<file path="config.mk">
export PLATFORM = sky130hd
export DESIGN_NAME = weight_loader
export DESIGN_NICKNAME = d
export VERILOG_FILES = /design/src/common/conv_pkg.sv /design/src/verilog/weight_loader.sv
export SDC_FILE = /design/constraint.sdc
export NUM_CORES = 1
export LEC_CHECK = 0
export ABC_CLOCK_PERIOD_IN_PS = 2800
export CORE_UTILIZATION = 33
export DETAILED_ROUTE_END_ITERATION = 8
export DONT_BUFFER_PORTS = 1
export SETUP_SLACK_MARGIN = 0.2
export SYNTH_ARGS = -nofsm -noshare
export SYNTH_HDL_FRONTEND = slang
export SYNTH_SLANG_ARGS = --single-unit
export TNS_END_PERCENT = 30
</file>
<file path="constraint.sdc">
create_clock -name clk -period 2.8 [get_ports clk]
set_input_delay 0.56 -clock clk [delete_from_list [all_inputs] [get_ports clk]]
set_output_delay 0.56 -clock clk [all_outputs]
set_load 0.03 [all_outputs]
</file>
<file path="src/common/conv_pkg.sv">
`default_nettype none

package conv_pkg;

  localparam int IFMAP_WIDTH   = 16;  // ifmap and weight words
  localparam int OFMAP_WIDTH   = 32;
  localparam int ARRAY_HEIGHT  = 4;   // input channels, array rows
  localparam int ARRAY_WIDTH   = 4;   // output channels, array columns
  localparam int OUT_DEPTH     = 4;   // max outstanding result vectors
  localparam int ARRAY_LATENCY = ARRAY_HEIGHT + ARRAY_WIDTH - 1;

  typedef logic signed [IFMAP_WIDTH-1:0] ifmap_word_t;
  typedef logic signed [OFMAP_WIDTH-1:0] ofmap_word_t;

  typedef ifmap_word_t [ARRAY_HEIGHT-1:0] ifmap_vec_t;

  // row = input channel, column = output channel
  typedef ifmap_word_t [ARRAY_HEIGHT-1:0][ARRAY_WIDTH-1:0] weight_mat_t;

  typedef ofmap_word_t [ARRAY_WIDTH-1:0] ofmap_vec_t;

  typedef struct packed {
    logic       valid;
    ifmap_vec_t data;
  } ifmap_beat_t;

  typedef struct packed {
    logic       valid;
    ofmap_vec_t data;
  } result_t;

  typedef enum logic {
    SER_IDLE,
    SER_SEND
  } ser_state_e;

endpackage

`default_nettype wire

</file>
<file path="src/verilog/weight_loader.sv">
`default_nettype none

module weight_loader (
  input  logic                            clk,
  input  logic                            rst_n,
  input  logic [conv_pkg::IFMAP_WIDTH-1:0] weights_dat,
  input  logic                            weights_vld,
  input  logic                            core_idle,
  output logic                            weights_rdy,
  output logic                            weights_partial,
  output logic                            weight_load,
  output conv_pkg::weight_mat_t           weights
);
  import conv_pkg::*;

  localparam int NUM_WEIGHTS = ARRAY_HEIGHT * ARRAY_WIDTH;

  logic [$clog2(NUM_WEIGHTS)-1:0] idx;
  logic                           accept;

  assign weights_rdy     = core_idle;
  assign accept          = weights_vld && weights_rdy;
  assign weights_partial = (idx != '0);

  always_ff @(posedge clk or negedge rst_n) begin
    if (!rst_n) begin
      idx         <= '0;
      weight_load <= 1'b0;
    end else begin
      weight_load <= accept && (idx == NUM_WEIGHTS - 1);
      if (accept) idx <= idx + 1'b1;
    end
  end

  // row-major fill, upper index bits pick the row
  always_ff @(posedge clk) begin
    if (accept) weights[idx[3:2]][idx[1:0]] <= weights_dat;
  end

endmodule

`default_nettype wire

</file>
# Yosys cells after proc, flatten, opt, wreduce, memory -nomap -nowiden
# Cells that the tools add are included.
# totals
register_bits	261
input_bits	20
out_inout_bits	259
elab_cells	34
# classes
add_sub_neg	1
n_lt_le_gt_ge	4
n_eq_ne	1
muxes	5
n_reduce_logical	5
# ops
op	count
bitwise mux 256 bit	1
demux 64 bit (select 2 bit)	1
2-to-1 mux 64 bit	1
demux 16 bit (select 2 bit)	1
2-to-1 mux 16 bit	1
< comparator 2 x 3 -> 1 bit (second input constant)	2
adder 4 x 1 -> 4 bit (second input constant)	1
== test 4 bit (second input constant)	1
greater-or-equal comparator 2 x 1 -> 1 bit (second input constant)	2
logical AND 1 bit	4
nonzero test 4 bit	1

# Logic depth before layout (Yosys ltp)
# depth
depth_word	7
mapped_depth	4
mapped_depth_nobuf	4

# Worst setup path after synthesis
# OpenSTA, ideal clock, no wires.
# synth_timing
path_type	reg2reg
from	reg idx[0] (netlist name)
to	reg weights[0] in the netlist's numbering, enable pin
setup_ps	409
arrival_time_ps	1926
required_time_ps	2391
path_slack_ps	465
stages_incl_launch_ff	5
path_buffers	0
period_less_slack_ps	2335
path_cell_list	dfrtp_1 inv_1 ha_1 nand3_1 nor3_1
# synth_rtl
item	line	source
end signal: indexed assignment	weight_loader.sv:37	if (accept) weights[idx[3:2]][idx[1:0]] <= weights_dat;
end: declaration	weight_loader.sv:12	output conv_pkg::weight_mat_t weights

# Worst setup path after layout
# layout_timing
from	reg idx[0]
to	out weights_partial
# layout_via
elab_chain_len	1
# layout_lines
item	line	source
start: declaration	weight_loader.sv:18	logic [$clog2(NUM_WEIGHTS)-1:0] idx;
start signal: assignment	weight_loader.sv:31	if (accept) idx <= idx + 1'b1;
nonzero test 4 bit	weight_loader.sv:23	assign weights_partial = (idx != '0);
end: declaration	weight_loader.sv:10	output logic weights_partial,
# No other way between the ends.

==> flow_summary.toml <==
[synth]
synth_area_sq_mm = 0.008061
yosysSeqAreaShare = 0.9691
synth_top_area_share = 0.9536
synthMuxAreaShare = 0.001397
synth-main-ff-cell = "edfxtp_1"
synth_fp_nets = 328
async_flop_share = 0.01916
yosys.area.top_type = "edfxtp_1"
ys_types = 15
ys_top_cells_by_count = "256 x edfxtp_1, 13 x nor2_1, 5 x dfrtp_1, 5 x nand3_1"
ys_seq_elements = 261
synth_compound_area_frac = 0
ys_top_cells_by_area = "edfxtp_1 95%, dfrtp_1 1.6%, ha_1 0.62%"
syn-instance-count = 304
synth.most_common_cell = "edfxtp_1"
ys_warn_count = 0
synthAdderAreaFrac = 0.006208
synth-edff-count = 256
synth-simple-area-share = 0.01614
synth_top_family_by_area = "simple AND/OR/NAND/NOR gates"
postSynthAreaPerCell_sq_um = 26.52
synthXorXnorAreaFrac = 0.003259

[detailed_routing]
vias = 3184
post-route-drc-count = 0
dr.pass1.iters = 4
route.detailed.vias_per_inst = 4.655
drt_iter0_drc = 223
ant_nets = 0
routedWlPerCell_um = 27.36
drt-total-wl_um = 18710

[finish]
nFillCells = 2119
final_cells = 684
syn2layout_area_growth_pct = 17.52
layout-drive-gt1-share = 0.1928
fin_nets = 369

[worst_setup_path]
cp_max_fo = 5
ff2ff_setup_slack_ns = 0.80
crit_path_start_kind = "flip-flop"
arrival_ns = 1.55
crit_type = "reg2out"
worstPathRequired_ns = 2.24
endpoint_kind = "primary output"

[cts]
cts_tree = "built"
cts_made_buffers = 25
post_cts_resized = 0
root_buffer = "clkbuf_16"
clk_pin_slew_ns = 0.06
clock_sinks = 261
clock_latency_ns = 0.51
clock_path_buffers = 3
postCtsSetupRepairBufs = 0
cts.htree.levels = 1

[timing]
layout_min_cycle_time_ns = 2.110
post-route-period-util = 0.7537
max_freq_mhz = 473.9
rsz0062_at_grt = "false"
slew_viol_final = 0
finClkSkew_ns = 0.007779
hold_viol_final = 0
setup_viol = 0
worst_pin_slew_ns = 0.5589
fin_tns_setup_ns = 0
max_slew_margin = 0.6253

[floorplanning]
die_h_um = 158.3
core-area_sq_mm = 0.02368
die_width_um = 158.3
fp.dieArea_sq_mm = 0.02506
ios = 279
rows = 56
initial_core_util = 0.3404

[place]
dpl.hpwl_um = 11690
routabilityCongestion = 0.7364
io_buffers = 0
dp.cells = 636

[global_route]
grt_max_degree = 17
track_usage = 0.1461
grt_pass1_vias = 3241
grt_overflow = 0
antenna_found_initial = 0
grt_first_pass_wirelength_um = 25210

[pwr]
power_density_mw_per_mm2 = 919.3
ir_drop_v = 0.0004399
p_leak_uw = 0.002966

[min_path]
hp-class = "in2reg"

[status]
status = "finished clean"

[run]
max-cap-violations = 0
[power breakdown]
group,switching [uW],internal (uW)
Combinational,242,88.7
Sequential,413,4530
Clock,1340,2100
Total,1990,6720
[critical path: stages, from the launching register on]
cell and delay [ns]:
dfrtp_1 0.43, inv_1 0.09, ha_1 0.22, nand2_1 0.28
[flip-flops by register name (all words and copies together), names as in the netlist]
name / flops
idx: 4
weight_load: 1
weights: 256
[per-layer routing]
layer,track usage,up-vias,share of wire
li1,-,1287,-
met1,0.1679,1666,0.38
met2,0.2502,206,0.51
met5,0,-,0
met3,0.06042,25,0.10
met4,0.03892,0,0.016
[logic make-up (layout without fill, tap and decap cells)]
| group | Yosys count | count (layout) |
|---|---|---|
| other | 0 | 2 |
| multiplexers | 1 | 1 |
| XOR/XNOR | 3 | 3 |
| flip-flops | 261 | 261 |
| AND/OR/NAND/NOR | 29 | 29 |
| buffers and inverters | 6 | 65 |
| adder cells (fa/ha/maj) | 4 | 4 |
[worst paths after layout]
kind                       cells past startpoint            from         endpoint
setup reg to reg                               5          idx[1]      weights[18]
max in group asynchronous                      1           rst_n           idx[3]
hold / removal                                 0  weights_dat[9]     weights[201]
hold reg to reg                                1          idx[0]           idx[0]
setup / recovery                               3          idx[0]  weights_partial
min in group asynchronous                      1           rst_n           idx[1]
[final cells by class]
class / count / area (sq um) / area share
Tap cell: 319 / 399.1 / 0.04213
Sequential cell: 261 / 7812 / 0.8246
Multi-Input combinational cell: 37 / 267.8 / 0.02826
Antenna cell: 2 / 5.005 / 0.0005283
Timing Repair Buffer: 17 / 130.1 / 0.01373
Inverter: 3 / 11.26 / 0.001189
Clock inverter: 15 / 203.9 / 0.02153
Clock buffer: 30 / 644.4 / 0.06801
[repair_timing]
| action | CTS | global route |
|---|---|---|
| hold buffers | 1 | 0 |
| hold endpoints to repair | 5 | 0 |
| endpoints found under the setup margin | 0 | 0 |
[layout by cell type, fill, tap and decap left out]
| master | n |
|---|---|
| nand2b_1 | 1 |
| dfrtp_1 | 5 |
| clkinv_1 | 4 |
| xnor2_1 | 3 |
| nand2_1 | 4 |
| nand3_1 | 5 |
| dlygate4sd3_1 | 1 |
| edfxtp_1 | 256 |
| buf_4 | 16 |
| nor3_2 | 4 |
| clkbuf_16 | 25 |
| nand4_1 | 1 |
| nor2_1 | 1 |
| clkinv_4 | 1 |
| bufinv_16 | 5 |
| mux2_2 | 1 |
| nor2_2 | 12 |
| diode_2 | 2 |
| ha_1 | 4 |
| clkinv_2 | 3 |
| and2_4 | 1 |
| inv_1 | 3 |
| clkinvlp_4 | 2 |
| clkbuf_1 | 5 |
[metrics by stage]
| step | worst slack (ns) | instance area [sq um] | util | hold WS (ns) | total power, uW |
|---|---|---|---|---|---|
| after floorplan | 0.4652 | 8061 | - | 0.2644 | 5178 |
| after global placement | 0.9168 | 8611 | 0.3636 | 0.2646 | 5338 |
| after detailed placement | 0.8234 | 8611 | 0.3636 | 0.2645 | 5360 |
| after CTS | 0.6651 | 9469 | 0.3998 | 0.1094 | 8798 |
| after global routing | 0.5915 | 9469 | 0.3998 | 0.1117 | 9001 |
| final | 0.6897 | 9474 | 0.4000 | 0.1416 | 8709 |
Note: power is estimated with default switching activity, not from simulation.
