===== config.mk =====
export PLATFORM = sky130hd
export DESIGN_NAME = ofmap_serializer
export DESIGN_NICKNAME = d
export VERILOG_FILES = /design/src/common/conv_pkg.sv /design/src/verilog/ofmap_serializer.sv
export SDC_FILE = /design/constraint.sdc
export NUM_CORES = 1
export LEC_CHECK = 0
export BUFFER_PORTS_ARGS = -buffer_cell sky130_fd_sc_hd__clkbuf_2
export CAP_MARGIN = 0
export CORE_ASPECT_RATIO = 0.8
export CORE_MARGIN = 4
export CORE_UTILIZATION = 50
export DETAILED_ROUTE_END_ITERATION = 8
export PLACE_DENSITY = 0.71
export SETUP_SLACK_MARGIN = 0.4
export SYNTH_ARGS = -nofsm -noshare
export SYNTH_HDL_FRONTEND = slang
export SYNTH_SLANG_ARGS = --single-unit

===== constraint.sdc =====
create_clock -name clk -period 4.6 [get_ports clk]
set_clock_uncertainty 0.15 [all_clocks]
set_input_delay 0.69 -clock clk [delete_from_list [all_inputs] [get_ports clk]]
set_output_delay 0.69 -clock clk [all_outputs]
set_load 0.02 [all_outputs]

===== src/common/conv_pkg.sv =====
`default_nettype none

package conv_pkg;

  localparam int IFMAP_WIDTH   = 16;  // ifmap and weight words
  localparam int OFMAP_WIDTH   = 32;
  localparam int ARRAY_HEIGHT  = 4;   // input channels, array rows
  localparam int ARRAY_WIDTH   = 4;   // output channels, array columns
  localparam int OUT_DEPTH     = 4;   // max outstanding result vectors
  localparam int ARRAY_LATENCY = ARRAY_HEIGHT + ARRAY_WIDTH - 1;

  typedef logic signed [IFMAP_WIDTH-1:0] ifmap_word_t;
  typedef logic signed [OFMAP_WIDTH-1:0] ofmap_word_t;

  typedef ifmap_word_t [ARRAY_HEIGHT-1:0] ifmap_vec_t;

  // row = input channel, column = output channel
  typedef ifmap_word_t [ARRAY_HEIGHT-1:0][ARRAY_WIDTH-1:0] weight_mat_t;

  typedef ofmap_word_t [ARRAY_WIDTH-1:0] ofmap_vec_t;

  typedef struct packed {
    logic       valid;
    ifmap_vec_t data;
  } ifmap_beat_t;

  typedef struct packed {
    logic       valid;
    ofmap_vec_t data;
  } result_t;

  typedef enum logic {
    SER_IDLE,
    SER_SEND
  } ser_state_e;

endpackage

`default_nettype wire


===== src/verilog/ofmap_serializer.sv =====
`default_nettype none

module ofmap_serializer (
  input  logic                             clk,
  input  logic                             rst_n,
  input  logic                             ofmap_rdy,
  input  logic                             vec_taken,
  input  conv_pkg::result_t                result,
  output logic                             ofmap_vld,
  output logic                             credit_ok,
  output logic                             core_idle,
  output logic [conv_pkg::OFMAP_WIDTH-1:0] ofmap_dat
);
  import conv_pkg::*;

  localparam int PTR_W = $clog2(OUT_DEPTH);
  localparam int CNT_W = $clog2(OUT_DEPTH + 1);

  ofmap_vec_t                      queue [OUT_DEPTH];
  logic [PTR_W-1:0]                wr_ptr;
  logic [PTR_W-1:0]                rd_ptr;
  logic [CNT_W-1:0]                q_cnt;     // vectors sitting in the queue
  logic [CNT_W-1:0]                out_cnt;   // in flight plus queued
  logic [$clog2(ARRAY_WIDTH)-1:0]  word_idx;
  ser_state_e                      state;
  logic                            push;
  logic                            last_word;

  assign push      = result.valid;
  assign last_word = (state == SER_SEND) && ofmap_rdy && (word_idx == ARRAY_WIDTH - 1);

  assign credit_ok = (out_cnt < OUT_DEPTH);
  assign core_idle = (out_cnt == '0);
  assign ofmap_vld = (state == SER_SEND);
  assign ofmap_dat = queue[rd_ptr][word_idx];

  always_ff @(posedge clk) begin
    if (push) queue[wr_ptr] <= result.data;
  end

  always_ff @(posedge clk or negedge rst_n) begin
    if (!rst_n) begin
      wr_ptr  <= '0;
      rd_ptr  <= '0;
      q_cnt   <= '0;
      out_cnt <= '0;
    end else begin
      if (push) wr_ptr <= wr_ptr + 1'b1;
      if (last_word) rd_ptr <= rd_ptr + 1'b1;
      case ({push, last_word})
        2'b10:   q_cnt <= q_cnt + 1'b1;
        2'b01:   q_cnt <= q_cnt - 1'b1;
        default: q_cnt <= q_cnt;
      endcase
      case ({vec_taken, last_word})
        2'b10:   out_cnt <= out_cnt + 1'b1;
        2'b01:   out_cnt <= out_cnt - 1'b1;
        default: out_cnt <= out_cnt;
      endcase
    end
  end

  always_ff @(posedge clk or negedge rst_n) begin
    if (!rst_n) begin
      state    <= SER_IDLE;
      word_idx <= '0;
    end else begin
      case (state)
        SER_IDLE: begin
          word_idx <= '0;
          if (q_cnt != '0) state <= SER_SEND;
        end
        SER_SEND: begin
          if (ofmap_rdy) begin
            word_idx <= word_idx + 1'b1;  // back to 0 after channel 3
            // keep going if another vector is waiting or arrives now
            if (last_word && q_cnt == 1 && !push) state <= SER_IDLE;
          end
        end
        default: state <= SER_IDLE;
      endcase
    end
  end

  a_no_push_when_full: assert property (
    @(posedge clk) disable iff (!rst_n)
    push |-> (q_cnt < OUT_DEPTH)
  );

  a_outstanding_bounded: assert property (
    @(posedge clk) disable iff (!rst_n)
    out_cnt <= OUT_DEPTH
  );

endmodule

`default_nettype wire


### Word level (Yosys, flattened, before mapping)

Memories as Yosys holds them, arrays and structs flattened.
Index checks and enable logic that the tools add are counted.

* bits in registers: 13
* bits in writable memories: 512
* bits of input ports: 133
* logic and storage cells: 45
* memories kept: 1

* add/sub/neg operators: 7
* $lt $le $gt $ge: 2
* equal/unequal tests: 7
* muxes and demuxes: 12
* bitwise logic cells: 1
* reduce and logical (&&, ||, !) cells: 9

Memories
* queue: words 4, width 128, read ports 1, clocked after memory_dff 0, wr ports 1, RTL line ofmap_serializer.sv:19 `ofmap_vec_t queue [OUT_DEPTH];`

Operator list (count)
* $bmux W32 S2: 1
* $mux W32: 1
* $pmux W3 S2: 2
* $add A2 B1 Y2 const B: 3
* $add A3 B1 Y3 const B: 2
* $eq A2 B2 Y1 const B: 3
* $sub A3 B1 Y3 const B: 2
* $mux W1: 5
* $eq A2 B1 Y1 const B: 2
* $logic_and A1 B1 Y1: 4
* $pmux W2 S2: 1
* $reduce_bool A2 Y1: 2
* $eq A3 B1 Y1 const B: 1
* $logic_not A3 Y1: 1
* $lt A2 B3 Y1 const B: 1
* $lt A3 B3 Y1 const B: 1
* $reduce_bool A3 Y1: 1
* $mux W2: 1
* $ne A2 B2 Y1 const B: 1
* $pmux W1 S2: 1
* $logic_not A1 Y1: 1
* $not A1 Y1: 1

### Logic depth before layout (Yosys ltp)

* word-level depth: 7
* depth in mapped cells: 9
* mapped depth without buffers: 8

### Least setup slack after synthesis

Ideal clock, no wire load.

* path type: input port to flip-flop
* start point: in result[128] in the netlist's numbering
* end point: mem queue[0][0] in the netlist's numbering (enable)
* data arrival time: 3.623 ns
* data required time: 3.948 ns
* path slack: 0.325 ns
* stages on the path: 1
* buffers on the path: 0
* path through: and2_1

* word-level cells in the longest chain between the ends: 2

RTL lines
* start: declaration: RTL line ofmap_serializer.sv:8 `input conv_pkg::result_t result,`
* $mux W1: RTL line ofmap_serializer.sv:38 `if (push) queue[wr_ptr] <= result.data;`
* $mux W1 (not written as such): RTL line ofmap_serializer.sv:38
* end: declaration: RTL line ofmap_serializer.sv:19

No other way between the ends.

### Worst setup path in the final report

* start point: reg rd_ptr[0]
* end point: out ofmap_dat[15] in the netlist's numbering

* word-level cells in the longest chain between the ends: 3

RTL lines
* start: declaration: RTL line ofmap_serializer.sv:21 `logic [PTR_W-1:0] rd_ptr;`
* start signal: assignment: RTL line ofmap_serializer.sv:49 `if (last_word) rd_ptr <= rd_ptr + 1'b1;`
* $mem_v2 Z4 W128
* $bmux W32 S2: RTL line ofmap_serializer.sv:35 `assign ofmap_dat = queue[rd_ptr][word_idx];`
* $mux W32 (not written as such): RTL line ofmap_serializer.sv:35
* end: declaration: RTL line ofmap_serializer.sv:12 `output logic [conv_pkg::OFMAP_WIDTH-1:0] ofmap_dat`

No other way between the ends. The select of a mux whose other input is x is not followed.

==> flow_summary.toml <==
[clocking]
clk_latency_ns = 0.55
cts.clk_slew.worst_paths_ns = 0.06
cts_tree = "done"
htree_levels = 2
cts_buffers = 49
clock_path_buffers = 3
clock_sinks = 525
cts_setup_buffers = 0
root_buffer = "clkbuf_16"

[power]
p_int_uw = 10400
vdd_drop_max_v = 0.000348
p_total_uw = 15000
clkPwrFrac_pct = 25.4
p_sw_uw = 4540
swShare_pct = 30.4
static-leakage-power_uw = 0.00778
power_frac_seq_pct = 44.6
power_density_mw_per_mm2 = 651
combPwrFrac_pct = 30.0

[placed_design]
dp.final_hpwl_um = 23100
dp_cells = 1529
numPortBuffers = 167
place.gp.congestion = 0.702

[critical_path]
cp.required_ns = 3.76
cpLargestDelayFamily = "flip-flops"
worstPathCellList = "buf_12 -> mux4_2 -> a22oi_1 -> nand2_1 -> clkbuf_2"
critical_path_arrival_ns = 2.91
cp_slowest_cell = "dfrtp_4"
critPathKind = "flip-flop to output pin"
max_stage_delay_ns = 0.93
end_kind = "output pin"
path_max_fanout = 37
startpoint_type = "flip-flop"
critical_path_buf_inv_count = 2

[timing]
whs_ns = 0.194
slew_violations = 0
maxSlewHeadroom_pct = 23.0
setup_viol = 0
fin_crit_sh_pct = 81.4
max_freq_mhz = 267
rsz0062_at_grt = "false"
hold_viol = 0
layout_min_cycle_time_ns = 3.75
worst_slew_pin_slew_ns = 1.16
tns_ns = 0

[route]
postRouteAntennaNets = 0
vias_per_cell = 5.71
drc = 0
wl_per_cell_um = 24.0
dr.pass1.iters = 5
drt-total-wl_um = 38700
first_iter_violations = 812
vias = 9204

[synth]
ys_seq_area_share_pct = 79.1
async_flop_share_pct = 2.48
ys_warn_count = 0
synth_area_mm2 = 0.0199
syn_area_per_cell_um2 = 23.3
synthCells = 852
synth.distinct_cells = 23
syn_nets = 997
synth_edf_count = 512
ys_seq_elements = 525
synth_top_flop_cell = "edfxtp_1"

[worst_hold_path]
hp-class = "primary input to flip-flop"

[floorplan]
io_pins = 168
die_x_um = 231
die_area_mm2 = 0.0430
rows = 64
core_mm2 = 0.0387
die-height_um = 186
start_util_pct = 51.3

[outcome]
outcome = "complete, no violations"

[finish]
drive_gt1_share_pct = 36.7
diodes = 0
fin_nets = 1198
layout_commonest_cell = "edfxtp_1"
areaGrowthSynthToFinish_pct = 15.8
finish.utilization_pct = 59.4
final_cell_mix = "edfxtp_1 (512), clkbuf_2 (167), mux4_2 (128)"
stdcell_count = 1611

[global_routing]
track_usage_pct = 18.1
grt_pass1_vias = 9583
grt_max_degree = 62
antenna_found_initial = 6
grt_pass1_wl_um = 58700
grt.overflow.total = 0

[run]
cap_violations = 0
[cells by family (layout without fill, tap and decap cells)]
kind of cell             Yosys count  count (layout)  synth area share (%)
flip-flops                       525             525                  79.1
multiplexers                     130             130                  14.6
AO/OA/AOI/OAI                     68              68                  2.53
buffers and inverters             55             286                  1.37
AND/OR/NAND/NOR                   52              52                  1.14
adder cells (fa/ha/maj)           12              12                 0.794
XOR/XNOR                          10              10                 0.441
[worst paths after layout]
| path | from | cells after the start | end | slack [ns] |
|---|---|---|---|---|
| worst min register to register | q_cnt[2] | 1 | q_cnt[2] | 0.31 |
| min in group asynchronous | rst_n | 2 | out_cnt[0] | 0.42 |
| worst max-delay path | rd_ptr[0] | 5 | ofmap_dat[15] | 0.85 |
| worst max register to register | wr_ptr[1] | 4 | queue[1][98] | 2.27 |
| max in group asynchronous | rst_n | 2 | rd_ptr[1] | 3.59 |
| worst min-delay path | result[60] | 1 | queue[3][60] | 0.19 |
[repair_timing]
item | CTS | global route
resized for setup | 0 | 0
hold buffers | 1 | 0
endpoints found under the hold margin | 13 | 0
[synth_stat cells (2+ instances only)]
cell type  number  area (µm²)
mux4_2        128        2880
clkbuf_1       25        93.8
buf_6           5        56.3
and3_1          2        12.5
nor2_1          3        11.3
mux2i_1         2        20.0
inv_1          10        37.5
o21ai_0         3        15.0
nand2_1        36         135
buf_4           6        45.0
edfxtp_1      512       15400
dfrtp_1        13         325
ha_1           11         138
a22oi_1        64         480
buf_1           4        15.0
nor2b_1         4        25.0
xnor2_1         5        43.8
buf_2           5        25.0
xor2_1          5        43.8
and2_1          6        37.5
[cell type report]
class	count	area, µm²
fillers	2731	15700
clock buffers	61	1310
multi-input cells	272	3910
flip-flops and latches	525	15700
clock inverters	20	178
inverters	10	37.5
repair buffers	195	1170
well taps	528	661
[through the flow]
step	setup slack, ns	cell area (µm²)
3_5_place_dp	1.38	21500
4_1_cts	0.753	23000
3_3_place_gp	1.39	21500
5_1_grt	0.614	23000
2_1_floorplan	1.74	19900
6_report	0.853	23000
[power groups by stage]
stage	Sequential, µW	Clock [µW]	Combinational, µW
after floorplan	6530	0	3270
after global placement	6750	0	4520
after detailed placement	6790	0	4560
after CTS	6700	3900	4570
after global routing	6770	4120	4830
final	6680	3800	4480
[layer usage]
metal | vias up | track usage, % | wire (µm)
li1 | 4007 | - | -
met1 | 4841 | 26.1 | 16500
met2 | 283 | 28.9 | 18700
met3 | 61 | 4.17 | 2740
met4 | 12 | 4.18 | 620
met5 | - | 0 | 78
[sequential cells by signal, summed over array words and instances, names as in the netlist]
| signal | cells |
|---|---|
| rd_ptr | 2 |
| queue | 512 |
| word_idx | 2 |
| ofmap_vld | 1 |
| q_cnt | 3 |
| wr_ptr | 2 |
| out_cnt | 3 |
Note: power is estimated with default switching activity, not from simulation.
