### config.mk
export PLATFORM = sky130hd
export DESIGN_NAME = ifmap_packer
export DESIGN_NICKNAME = d
export VERILOG_FILES = /design/src/common/conv_pkg.sv /design/src/verilog/ifmap_packer.sv
export SDC_FILE = /design/constraint.sdc
export NUM_CORES = 1
export LEC_CHECK = 0
export ABC_CLOCK_PERIOD_IN_PS = 2000
export BUFFER_PORTS_ARGS = -buffer_cell sky130_fd_sc_hd__buf_2
export CAP_MARGIN = 20
export CORE_MARGIN = 5
export CORE_UTILIZATION = 47
export CTS_CLUSTER_SIZE = 28
export DETAILED_ROUTE_END_ITERATION = 10
export GPL_TIMING_DRIVEN = 0
export PLACE_DENSITY_LB_ADDON = 0.3
export SYNTH_ARGS = -nofsm -noshare
export SYNTH_HDL_FRONTEND = slang
export SYNTH_SLANG_ARGS = --single-unit
### constraint.sdc
create_clock -name clk -period 2 [get_ports clk]
set_clock_uncertainty 0.2 [all_clocks]
set_input_delay 0.4 -clock clk [delete_from_list [all_inputs] [get_ports clk]]
set_output_delay 0.4 -clock clk [all_outputs]
set_load 0.03 [all_outputs]
### src/common/conv_pkg.sv
`default_nettype none

package conv_pkg;

  localparam int IFMAP_WIDTH   = 16;  // ifmap and weight words
  localparam int OFMAP_WIDTH   = 32;
  localparam int ARRAY_HEIGHT  = 4;   // input channels, array rows
  localparam int ARRAY_WIDTH   = 4;   // output channels, array columns
  localparam int OUT_DEPTH     = 4;   // max outstanding result vectors
  localparam int ARRAY_LATENCY = ARRAY_HEIGHT + ARRAY_WIDTH - 1;

  typedef logic signed [IFMAP_WIDTH-1:0] ifmap_word_t;
  typedef logic signed [OFMAP_WIDTH-1:0] ofmap_word_t;

  typedef ifmap_word_t [ARRAY_HEIGHT-1:0] ifmap_vec_t;

  // row = input channel, column = output channel
  typedef ifmap_word_t [ARRAY_HEIGHT-1:0][ARRAY_WIDTH-1:0] weight_mat_t;

  typedef ofmap_word_t [ARRAY_WIDTH-1:0] ofmap_vec_t;

  typedef struct packed {
    logic       valid;
    ifmap_vec_t data;
  } ifmap_beat_t;

  typedef struct packed {
    logic       valid;
    ofmap_vec_t data;
  } result_t;

  typedef enum logic {
    SER_IDLE,
    SER_SEND
  } ser_state_e;

endpackage

`default_nettype wire

### src/verilog/ifmap_packer.sv
`default_nettype none

module ifmap_packer (
  input  logic                            clk,
  input  logic                            rst_n,
  input  logic [conv_pkg::IFMAP_WIDTH-1:0] ifmap_dat,
  input  logic                            ifmap_vld,
  input  logic                            credit_ok,
  input  logic                            weights_partial,
  output logic                            ifmap_rdy,
  output conv_pkg::ifmap_beat_t           vec
);
  import conv_pkg::*;

  logic [$clog2(ARRAY_HEIGHT)-1:0] lane_cnt;
  ifmap_vec_t                      lanes;    // filled lane by lane
  logic                            vec_vld;
  logic                            accept;

  // hold off while a weight set is half loaded
  assign ifmap_rdy = credit_ok && !weights_partial;
  assign accept    = ifmap_vld && ifmap_rdy;

  always_ff @(posedge clk or negedge rst_n) begin
    if (!rst_n) begin
      lane_cnt <= '0;
      vec_vld  <= 1'b0;
    end else begin
      vec_vld <= accept && (lane_cnt == ARRAY_HEIGHT - 1);
      if (accept) lane_cnt <= lane_cnt + 1'b1;  // wraps after lane 3
    end
  end

  always_ff @(posedge clk) begin
    if (accept) lanes[lane_cnt] <= ifmap_dat;
  end

  assign vec.valid = vec_vld;
  assign vec.data  = lanes;

endmodule

`default_nettype wire

* Yosys cells after proc, flatten, opt, wreduce, memory -nomap -nowiden
Cells that the tools add are included.
** Word-level totals
- Output and inout bits :: 66
- Register bits :: 67
- Logic and storage cells :: 18
** Operators by class
- Multiplexer cells :: 3
- Equality and inequality tests :: 1
- Magnitude comparators :: 2
- $add $sub $neg :: 1
- Reductions and logical operators :: 5
** Operator list (count)
- bitwise mux 64 bit :: 1
- demux 16 bit (select 2 bit) :: 1
- 2-to-1 mux 16 bit :: 1
- logical AND 1 bit :: 4
- < comparator 2 x 3 -> 1 bit (second input constant) :: 1
- adder 2 x 1 -> 2 bit (second input constant) :: 1
- equality test 2 bit (second input constant) :: 1
- >= comparator 2 x 1 -> 1 bit (second input constant) :: 1
- logical NOT 1 bit :: 1

* Depth between registers and ports, before layout
Gate-level depths: netlist of the first run.
- Word-level depth :: 5
- Mapped depth :: 3

* Worst setup path after synthesis of the first run
OpenSTA, ideal clock, no wires.
- Kind :: input to register
- Start point :: input port weights_partial
- End point :: register lanes (netlist bit vec[48]) (enable)
- Data arrival time :: 1176 ps
- Data required time :: 1426 ps
- Slack :: 249 ps
- Path buffers :: 1
- Cell stages on the path :: 3
- Setup time :: 374 ps
- Path through :: and3b_1 buf_6 and2_1
** Between the ends
- Cells in the longest elaborated chain, start to end :: 3
** RTL lines
- start: declaration :: line ifmap_packer.sv:9 : input logic weights_partial,
- logical NOT 1 bit :: line ifmap_packer.sv:21 : assign ifmap_rdy = credit_ok && !weights_partial;
- logical AND 1 bit :: line ifmap_packer.sv:21
- logical AND 1 bit :: line ifmap_packer.sv:22 : assign accept = ifmap_vld && ifmap_rdy;
- end signal: indexed assignment :: line ifmap_packer.sv:35 : if (accept) lanes[lane_cnt] <= ifmap_dat;
- end: declaration :: line ifmap_packer.sv:16 : ifmap_vec_t lanes;
No other way between the ends.
A chain may end at the register's enable or synchronous reset.

==> flow_results.org, run 1 <==
** Drt
- Average wire per standard cell :: between 15 and 20 um
- In this run, the number of DRC markers left after iteration 0 of detailed routing was 32.
- After detailed routing, the number of vias per cell comes to 4.59.
- First-pass detailed-route iteration total :: 4
- Once detail routing completed, the nets flagged for antenna violations numbered 0.
- For this run, design rule violations remaining after detail routing come to 0.
- After detailed routing, the total wire length is 3930 um.
- Detailed routing inserted a total of 1093 vias.

** Yosys
- The share of the Yosys chip area taken by registers is 93.2%.
- Synthesis inferred between 60 and 70 register bits.
- Post-synthesis instance total :: 83
- Syn. warnings :: 0
- The number of nets in the synthesized netlist is 108.
- Averaged over all synthesized cells, the footprint is between 20 and 30 um2.
- The synthesized netlist contains 12 unique library cells.
- The synthesized netlist occupies a cell area of 2140 um2.

** GRT
- The number of global-route vias before repair came to 1198.
- Global routing used 14.0% of the available tracks.
- Number of antenna violations at the first check in global routing :: 0
- Sum of overflow across all layers after global routing :: 0
- Entering global routing, the biggest net connects 18 pins.
- The first global-routing pass estimated roughly 6200 um of wire.

** Setup path
- Critical-path cell with the highest stage delay :: and2_1
- STA puts the critical path data required time at 1.75 ns.
- Critical Path Start Type :: register
- Cells along the critical path :: ha_1 -> and2_1
- The worst register-to-register path begins at lane_cnt[1].
- R2r endpoint :: vec[50]
- Setup slack, reg-to-reg :: 0.19 ns
- The critical path contains buffers and inverters numbering 0 combined.
- Data arrives at the worst endpoint at 1.56 ns.
- Gate family responsible for the most delay along the worst path :: simple AND/OR/NAND/NOR gates
- In this run the number of cells on the critical path is 2.
- For the worst flop-to-flop path, the logic depth is 2.
- Worst stage delay on the critical path :: 0.68 ns
- The worst setup path is captured at a register.
- By startpoint and endpoint, the worst setup path is classified as register to register.
- Highest fanout seen on the critical path :: 17

** Die
- Once the floorplan was initialized, standard cells occupied 48.9% of the core.
- In this run the core area contains 24 standard-cell rows.
- The core region is approximately 4400 um2.
- In this run the horizontal extent of the chip is ~78 um.
- Height of the chip :: a little under 80 um
- Area enclosed by the die boundary :: 6010 um2
- 87 I/O pins were placed.

** Finish
- Layout overhead on the synthesized area :: 32.3%
- Filler Cell Count :: 308
- The repair_antennas step left the layout with diodes totalling 0.
- Cells with a size suffix above 1 make up between 50% and 60% of the layout.
- Excluding fillers, the count of instances in the completed layout stands at 238.
- Layout net count :: 206
- Once layout is complete, the utilization of the core stands at 64.6%.

** Timing
- Setup repair after global routing missed its margin :: false
- In the finished design, the share of the clock period the worst path needs comes to 90.6%.
- Setup violations remaining at the end of the flow were counted as 0.
- Final max-slew violation count :: 0
- Timing would allow up to 552 MHz.
- Max-slew headroom at the worst pin :: 42.8%
- Final worst path period need :: 1.81 ns
- In the post-route analysis, the smallest setup slack over all paths is about 0.19 ns.
- Tightest Pin Transition :: between 0.8 and 0.9 ns
- Final TNS setup :: 0 ns
- The final hold violation count was 0.

** Min path
- The path with the worst hold slack has its endpoint at vec[12].
- Type of the tightest min-delay check :: input pin to register
- In this run the most critical hold path is launched from ifmap_dat[12].
- Along the worst hold path, the cell count comes to 1.

** CTS
- CTS tree :: built
- Number of H-tree levels :: 3
- Number of CTS-inserted buffers :: 9
- CTS saw 67 sinks.
- Clock latency on the worst-skew pair :: between 0.3 and 0.4 ns
- Post-CTS repair timing setup buffer count :: 0
- Cell chosen for the clock root :: clkbuf_8
- In this run the deepest clock path goes through 2 buffers.
- Clock transition at the registers of the reported paths :: 0.07 ns

** Outcome
- Run status :: finished clean

** Power and ir drop
- Internal cell power :: 2.31 mW
- Power density over the cells :: between 1000 and 1500 nW/um2
- Net switching is 23.9% of the power.
- The analysis attributes to net switching a power of 0.724 mW.
- Sequential cells account for between 50% and 60% of the total power.
- Proportion of power drawn by the clock network :: about a third
- Static Leak :: between 1 and 1.5 nW
- Of the total power, combinational logic draws 11.0%.
- Total power draw :: between 3 and 4 mW
- Maximum resistive drop on vdd :: 0.600 mV

** Placed design
- The count of buffers added on input and output ports is 86.
- Routability congestion estimate :: 0.682
- Before CTS, the worst setup slack after placement is -0.164 ns.
- After detailed placement, the design holds a cell count of 221.
- Half-perimeter wire length after placement :: 2720 um

** Flow run
- Number of max-capacitance violations reported :: 0
-- final cells by class --
type | count | area, um2 | area share [%]
clock buffers | 11 | 131 | 4.64
plain buffers | 2 | 18.8 | 0.662
well taps | 52 | 65.1 | 2.30
clock inverters | 5 | 53.8 | 1.90
multi-input cells | 12 | 120 | 4.24
repair buffers | 87 | 440 | 15.5
flip-flops and latches | 67 | 2000 | 70.5
inverters | 2 | 7.51 | 0.265
-- power groups by stage --
stage,Sequential (mW),Combinational (mW),Clock [mW]
after floorplan,1.80,0.103,0
final,1.67,0.332,1.03
after global routing,1.67,0.364,1.14
after global placement,1.69,0.314,0
after detailed placement,1.70,0.336,0
after CTS,1.67,0.339,1.06
-- per-stage QoR --
stage	instance area [um2]	hold WS, ns
2_1_floorplan	2140	-0.0956
3_3_place_gp	2640	-0.00508
3_5_place_dp	2640	-0.000394
4_1_cts	2830	0.0682
5_1_grt	2830	0.0602
6_report	2830	0.0811
-- Yosys cell counts --
master | number | share of area, %
and2_1 | 2 | 0.58
and2_2 | 2 | 0.70
and2b_2 | 1 | 0.41
and3b_1 | 1 | 0.41
buf_4 | 1 | 0.35
buf_6 | 1 | 0.53
dfrtp_1 | 3 | 3.5
edfxtp_1 | 64 | 90
ha_1 | 4 | 2.3
inv_1 | 2 | 0.35
mux2_4 | 1 | 0.70
xnor2_1 | 1 | 0.41
-- sequential cells by signal, summed over array words and instances, names as in the netlist --
register  count
vec_vld       1
vec          64
lane_cnt      2
-- worst reg2reg max path, cell delays in order (launching register included) --
cell     delay, ns
dfrtp_1       0.39
ha_1          0.16
and2_1        0.68
-- how the worst max path moves through the flow --
stage | start | end | slack, ns
floorplan | weights_partial | vec[48] | 0.25
global placement | weights_partial | vec[60] | -0.13
detailed placement | weights_partial | vec[60] | -0.16
CTS | lane_cnt[1] | vec[50] | 0.13
global route | lane_cnt[1] | vec[59] | 0.07
finish | lane_cnt[1] | vec[50] | 0.19
-- cells in the final DEF, fill, tap and decap left out --
master         netlist  final
clkinv_4             0      1
and2_2               2      3
buf_4                1      1
ha_1                 4      4
buf_2                0     86
and2b_2              1      1
dfrtp_1              3      3
clkbuf_1             0      2
edfxtp_1            64     64
buf_6                1      1
mux2_4               1      1
inv_1                2      2
and3b_1              1      1
clkinv_2             0      3
dlygate4sd3_1        0      1
xnor2_1              1      1
and2_1               2      1
bufinv_16            0      1
clkbuf_8             0      9
-- per-layer routing --
metal	share of wire (%)	wire length [um]	global-route usage, %	up-vias
li1	-	-	-	517
met3	12	489	7.06	7
met5	0	0	0	-
met2	48	1900	22.6	62
met4	1.6	64	8.76	0
met1	38	1480	14.4	507
-- kinds of logic after synthesis --
family        after synthesis  share of synthesized area, %
xor+xnor                    1                         0.409
buf+inv                     4                          1.23
fa+ha+maj                   4                          2.34
mux                         1                         0.701
flops                      67                          93.2
simple gates                6                          2.10
-- repair_timing --
action	CTS	global route
gates resized for setup	1	0
hold buffers	1	0
endpoints found under the setup margin	16	0
hold endpoints to repair	3	0
No activity file was read; power rests on OpenSTA's default activity.
==> run 2, diff against run 1 <==
--- a/config.mk
+++ b/config.mk
@@ -8,8 +8,8 @@
 export ABC_CLOCK_PERIOD_IN_PS = 2000
 export BUFFER_PORTS_ARGS = -buffer_cell sky130_fd_sc_hd__buf_2
 export CAP_MARGIN = 20
-export CORE_MARGIN = 5
-export CORE_UTILIZATION = 47
+export CORE_UTILIZATION = 49
+export CTS_BUF_LIST = sky130_fd_sc_hd__clkbuf_4 sky130_fd_sc_hd__clkbuf_8
 export CTS_CLUSTER_SIZE = 28
 export DETAILED_ROUTE_END_ITERATION = 10
 export GPL_TIMING_DRIVEN = 0
==> run 2 against run 1 <==
Cell area increased by 0.66%. Flip-flop and latch count unchanged. Sequential power about the same. Non-clock buffer count unchanged. First-iteration DRC count increased to 2.8 times the previous value. Largest power group unchanged.
==> flow_results.org, run 2 (synthesized netlist as in run 1, its figures left out) <==
** Outcome
- The flow ran to the end, and the final reports show no timing, DRC or antenna violations.

** Placed design
- The HPWL after detailed placement is 2600 um.
- Routability congestion estimate :: 0.609
- Standard cell area after detailed placement :: 2640 um2
- At the placement stage, the worst setup path has a slack of -0.102 ns.
- Input and output buffers added on the ports amount to between 80 and 90.
- The number of placed instances, taps included, is about 220.

** Timing
- Post-layout worst setup margin :: 0.218 ns
- The number of max-slew violations in the final report is 0.
- Subtracting the final worst setup slack from the clock period gives 1.78 ns.
- The final critical path takes up 89.1% of the cycle.
- Measured against its own limit, the worst slew margin works out to 44.8%.
- Setup repair after global routing left no endpoint under its margin.
- Adding up every negative setup slack in the final design gives 0 ns.
- Tightest Pin Transition :: 0.828 ns
- Timing would allow up to about 560 MHz.
- Setup violations, final :: 0
- Hold violation count in the final report :: 0

** GRT
- The initial antenna violation count was 0.
- The number of global-route vias before repair was 1098.
- Total Routing Usage GR :: 18.0%
- The first global-routing pass estimated 5420 um of wire.
- Largest net degree at the start of global routing :: 18
- Sum of overflow across all layers after global routing :: 0

** Setup path
- Required @ worst endpoint :: roughly 1.8 ns
- Setup slack, reg-to-reg :: 0.22 ns
- Critical path class :: register to register
- Highest fanout seen on the critical path :: 17
- Arrival time reported for the critical path endpoint :: 1.53 ns
- Reg2reg start :: lane_cnt[1]
- Worst reg2reg path depth :: 2
- Critical Path Start Type :: register
- CP Capture Type :: register
- For this run, the slowest stage of the critical path takes 0.66 ns.
- Cells along the critical path :: ha_1 -> and2_1
- For this design, the slowest cell found on the critical path is and2_1.
- Critical path startpoint :: lane_cnt[1]
- In this run the critical register-to-register path is captured at vec[63].

** Drt
- Across all layers, the routed design uses 1110 vias.
- Antenna Nets Post-Route :: 0
- The first detailed-routing pass ran for 4 iterations.
- Final routed wirelength across all metal layers :: around 3800 um
- DRC viols :: 0
- The detailed router finished its first iteration with 91 violations.
- Number of vias per cell after detailed routing :: 4.70
- Average wire per standard cell :: 16.1 um

** Die
- Area enclosed by the die boundary :: 4640 um2
- Starting utilization of the core area :: 52.4%
- Core region area :: 4090 um2
- The floorplan step set the die width to 68.1 um.
- In this run the core area contains 23 standard-cell rows.
- During I/O placement, the number of pins put on the boundary was 87.
- Height of the chip :: just under 70 um

** CTS
- Clock latency on the worst-skew pair :: around 0.32 ns
- The clock tree synthesis step divided the H-tree into 3 levels.
- In this run the deepest clock path goes through 2 buffers.
- The tree built by TritonCTS fans out to 67 sinks.
- TritonCTS built the clock tree.
- Clock-pin slew was measured on the worst setup and hold paths at around 0.070 ns.
- Cell chosen for the clock root :: clkbuf_8
- Number of CTS-inserted buffers :: 9

** Finish
- Layout cells sized above 1 :: between 50% and 60%
- Non-filler cells in the finished layout :: 236
- Filler Cell Count :: 272
- Most frequent cells in the layout :: buf_2 (86), edfxtp_1 (64), clkbuf_8 (9)
- Most common cell after layout, fill and taps aside :: buf_2
- Final antenna diode count :: 0
- From synthesis to final layout, the design area changed by 33.2%.
- The multi-input combinational cells in the finished layout cover a total of 120 um2.
- The finished cells cover 2850 um2.
- The register with the most flip-flops in the layout has 64 of them.
- Registers take 2000 um2.
- Layout Utilization :: 69.8%
- After the last flow step, the layout net total stands at ~210.

** Min path
- The worst hold path belongs to the class input pin to register.
- WHS Endpoint :: vec[12]
- Beginning of the worst hold path :: ifmap_dat[12]
- Number of cells traversed by the worst hold path :: 1

** Flow run
- Number of max-capacitance violations reported :: 0

** Power and ir drop
- For this design the static power due to leakage is 1.15 nW.
- Maximum resistive drop on vdd :: between 0.7 and 0.8 mV
- Power density over the cells :: 1100 nW/um2
## run 2: cell types whose count changed in the layout (fill, tap and decap cells not counted)
cell | previous run | this run
bufinv_16 | 1 | 2
clkinv_1 | 0 | 4
clkbuf_1 | 2 | 0
clkinv_4 | 1 | 0
clkinv_2 | 3 | 0
clkinvlp_4 | 0 | 1
## run 2: worst max-delay path, delay by kind of cell, from the launching register on
family                     cells  cell delay [ns]
DFF                            1             0.40
and+or+nand+nor                1             0.66
adders and majority gates      1             0.15
## run 2: worst max path at each step
stage | cells past startpoint | slack, ns | end
2_1_floorplan | 3 | 0.25 | vec[48]
3_3_place_gp | 4 | -0.14 | vec[62]
3_5_place_dp | 4 | -0.10 | vec[3]
4_1_cts | 3 | 0.04 | vec[9]
5_1_grt | 2 | 0.11 | vec[63]
6_report | 2 | 0.22 | vec[63]
## run 2: area by class of cell
class,instances,share of cell area (%)
Buffer,2,0.658
Clock buffer,9,4.34
Clock inverter,7,2.89
Inverter,2,0.263
Multi-Input combinational cell,12,4.21
Sequential cell,67,70.0
Tap cell,50,2.19
Timing Repair Buffer,87,15.4
## run 2: per-layer routing
layer	track usage (%)	vias to the layer above	part of all wire, %
li1	-	515	-
met1	20.3	534	39
met4	12.5	0	2.1
met3	6.67	7	7.8
met2	28.3	54	51
met5	0	-	0
## run 2: what timing repair did
| action | 4_1_cts | 5_1_grt |
|---|---|---|
| endpoints found under the setup margin | 0 | 16 |
| gates resized for setup | 0 | 1 |
| setup buffers | 0 | 0 |
| hold buffers | 1 | 0 |
| hold endpoints to repair | 3 | 0 |
## run 2: report_power, final
group	switching [mW]	total, mW	internal [mW]
combinational	0.226	0.325	0.0989
sequential	0.0336	1.67	1.63
clock	0.460	1.14	0.684
## run 2: per-stage QoR
step | hold slack (ns) | total power, mW
floorplan | -0.0956 | 1.91
global placement | -0.00444 | 2.00
detailed placement | -0.00184 | 2.03
CTS | 0.0752 | 3.17
global route | 0.0711 | 3.26
finish | 0.0878 | 3.14
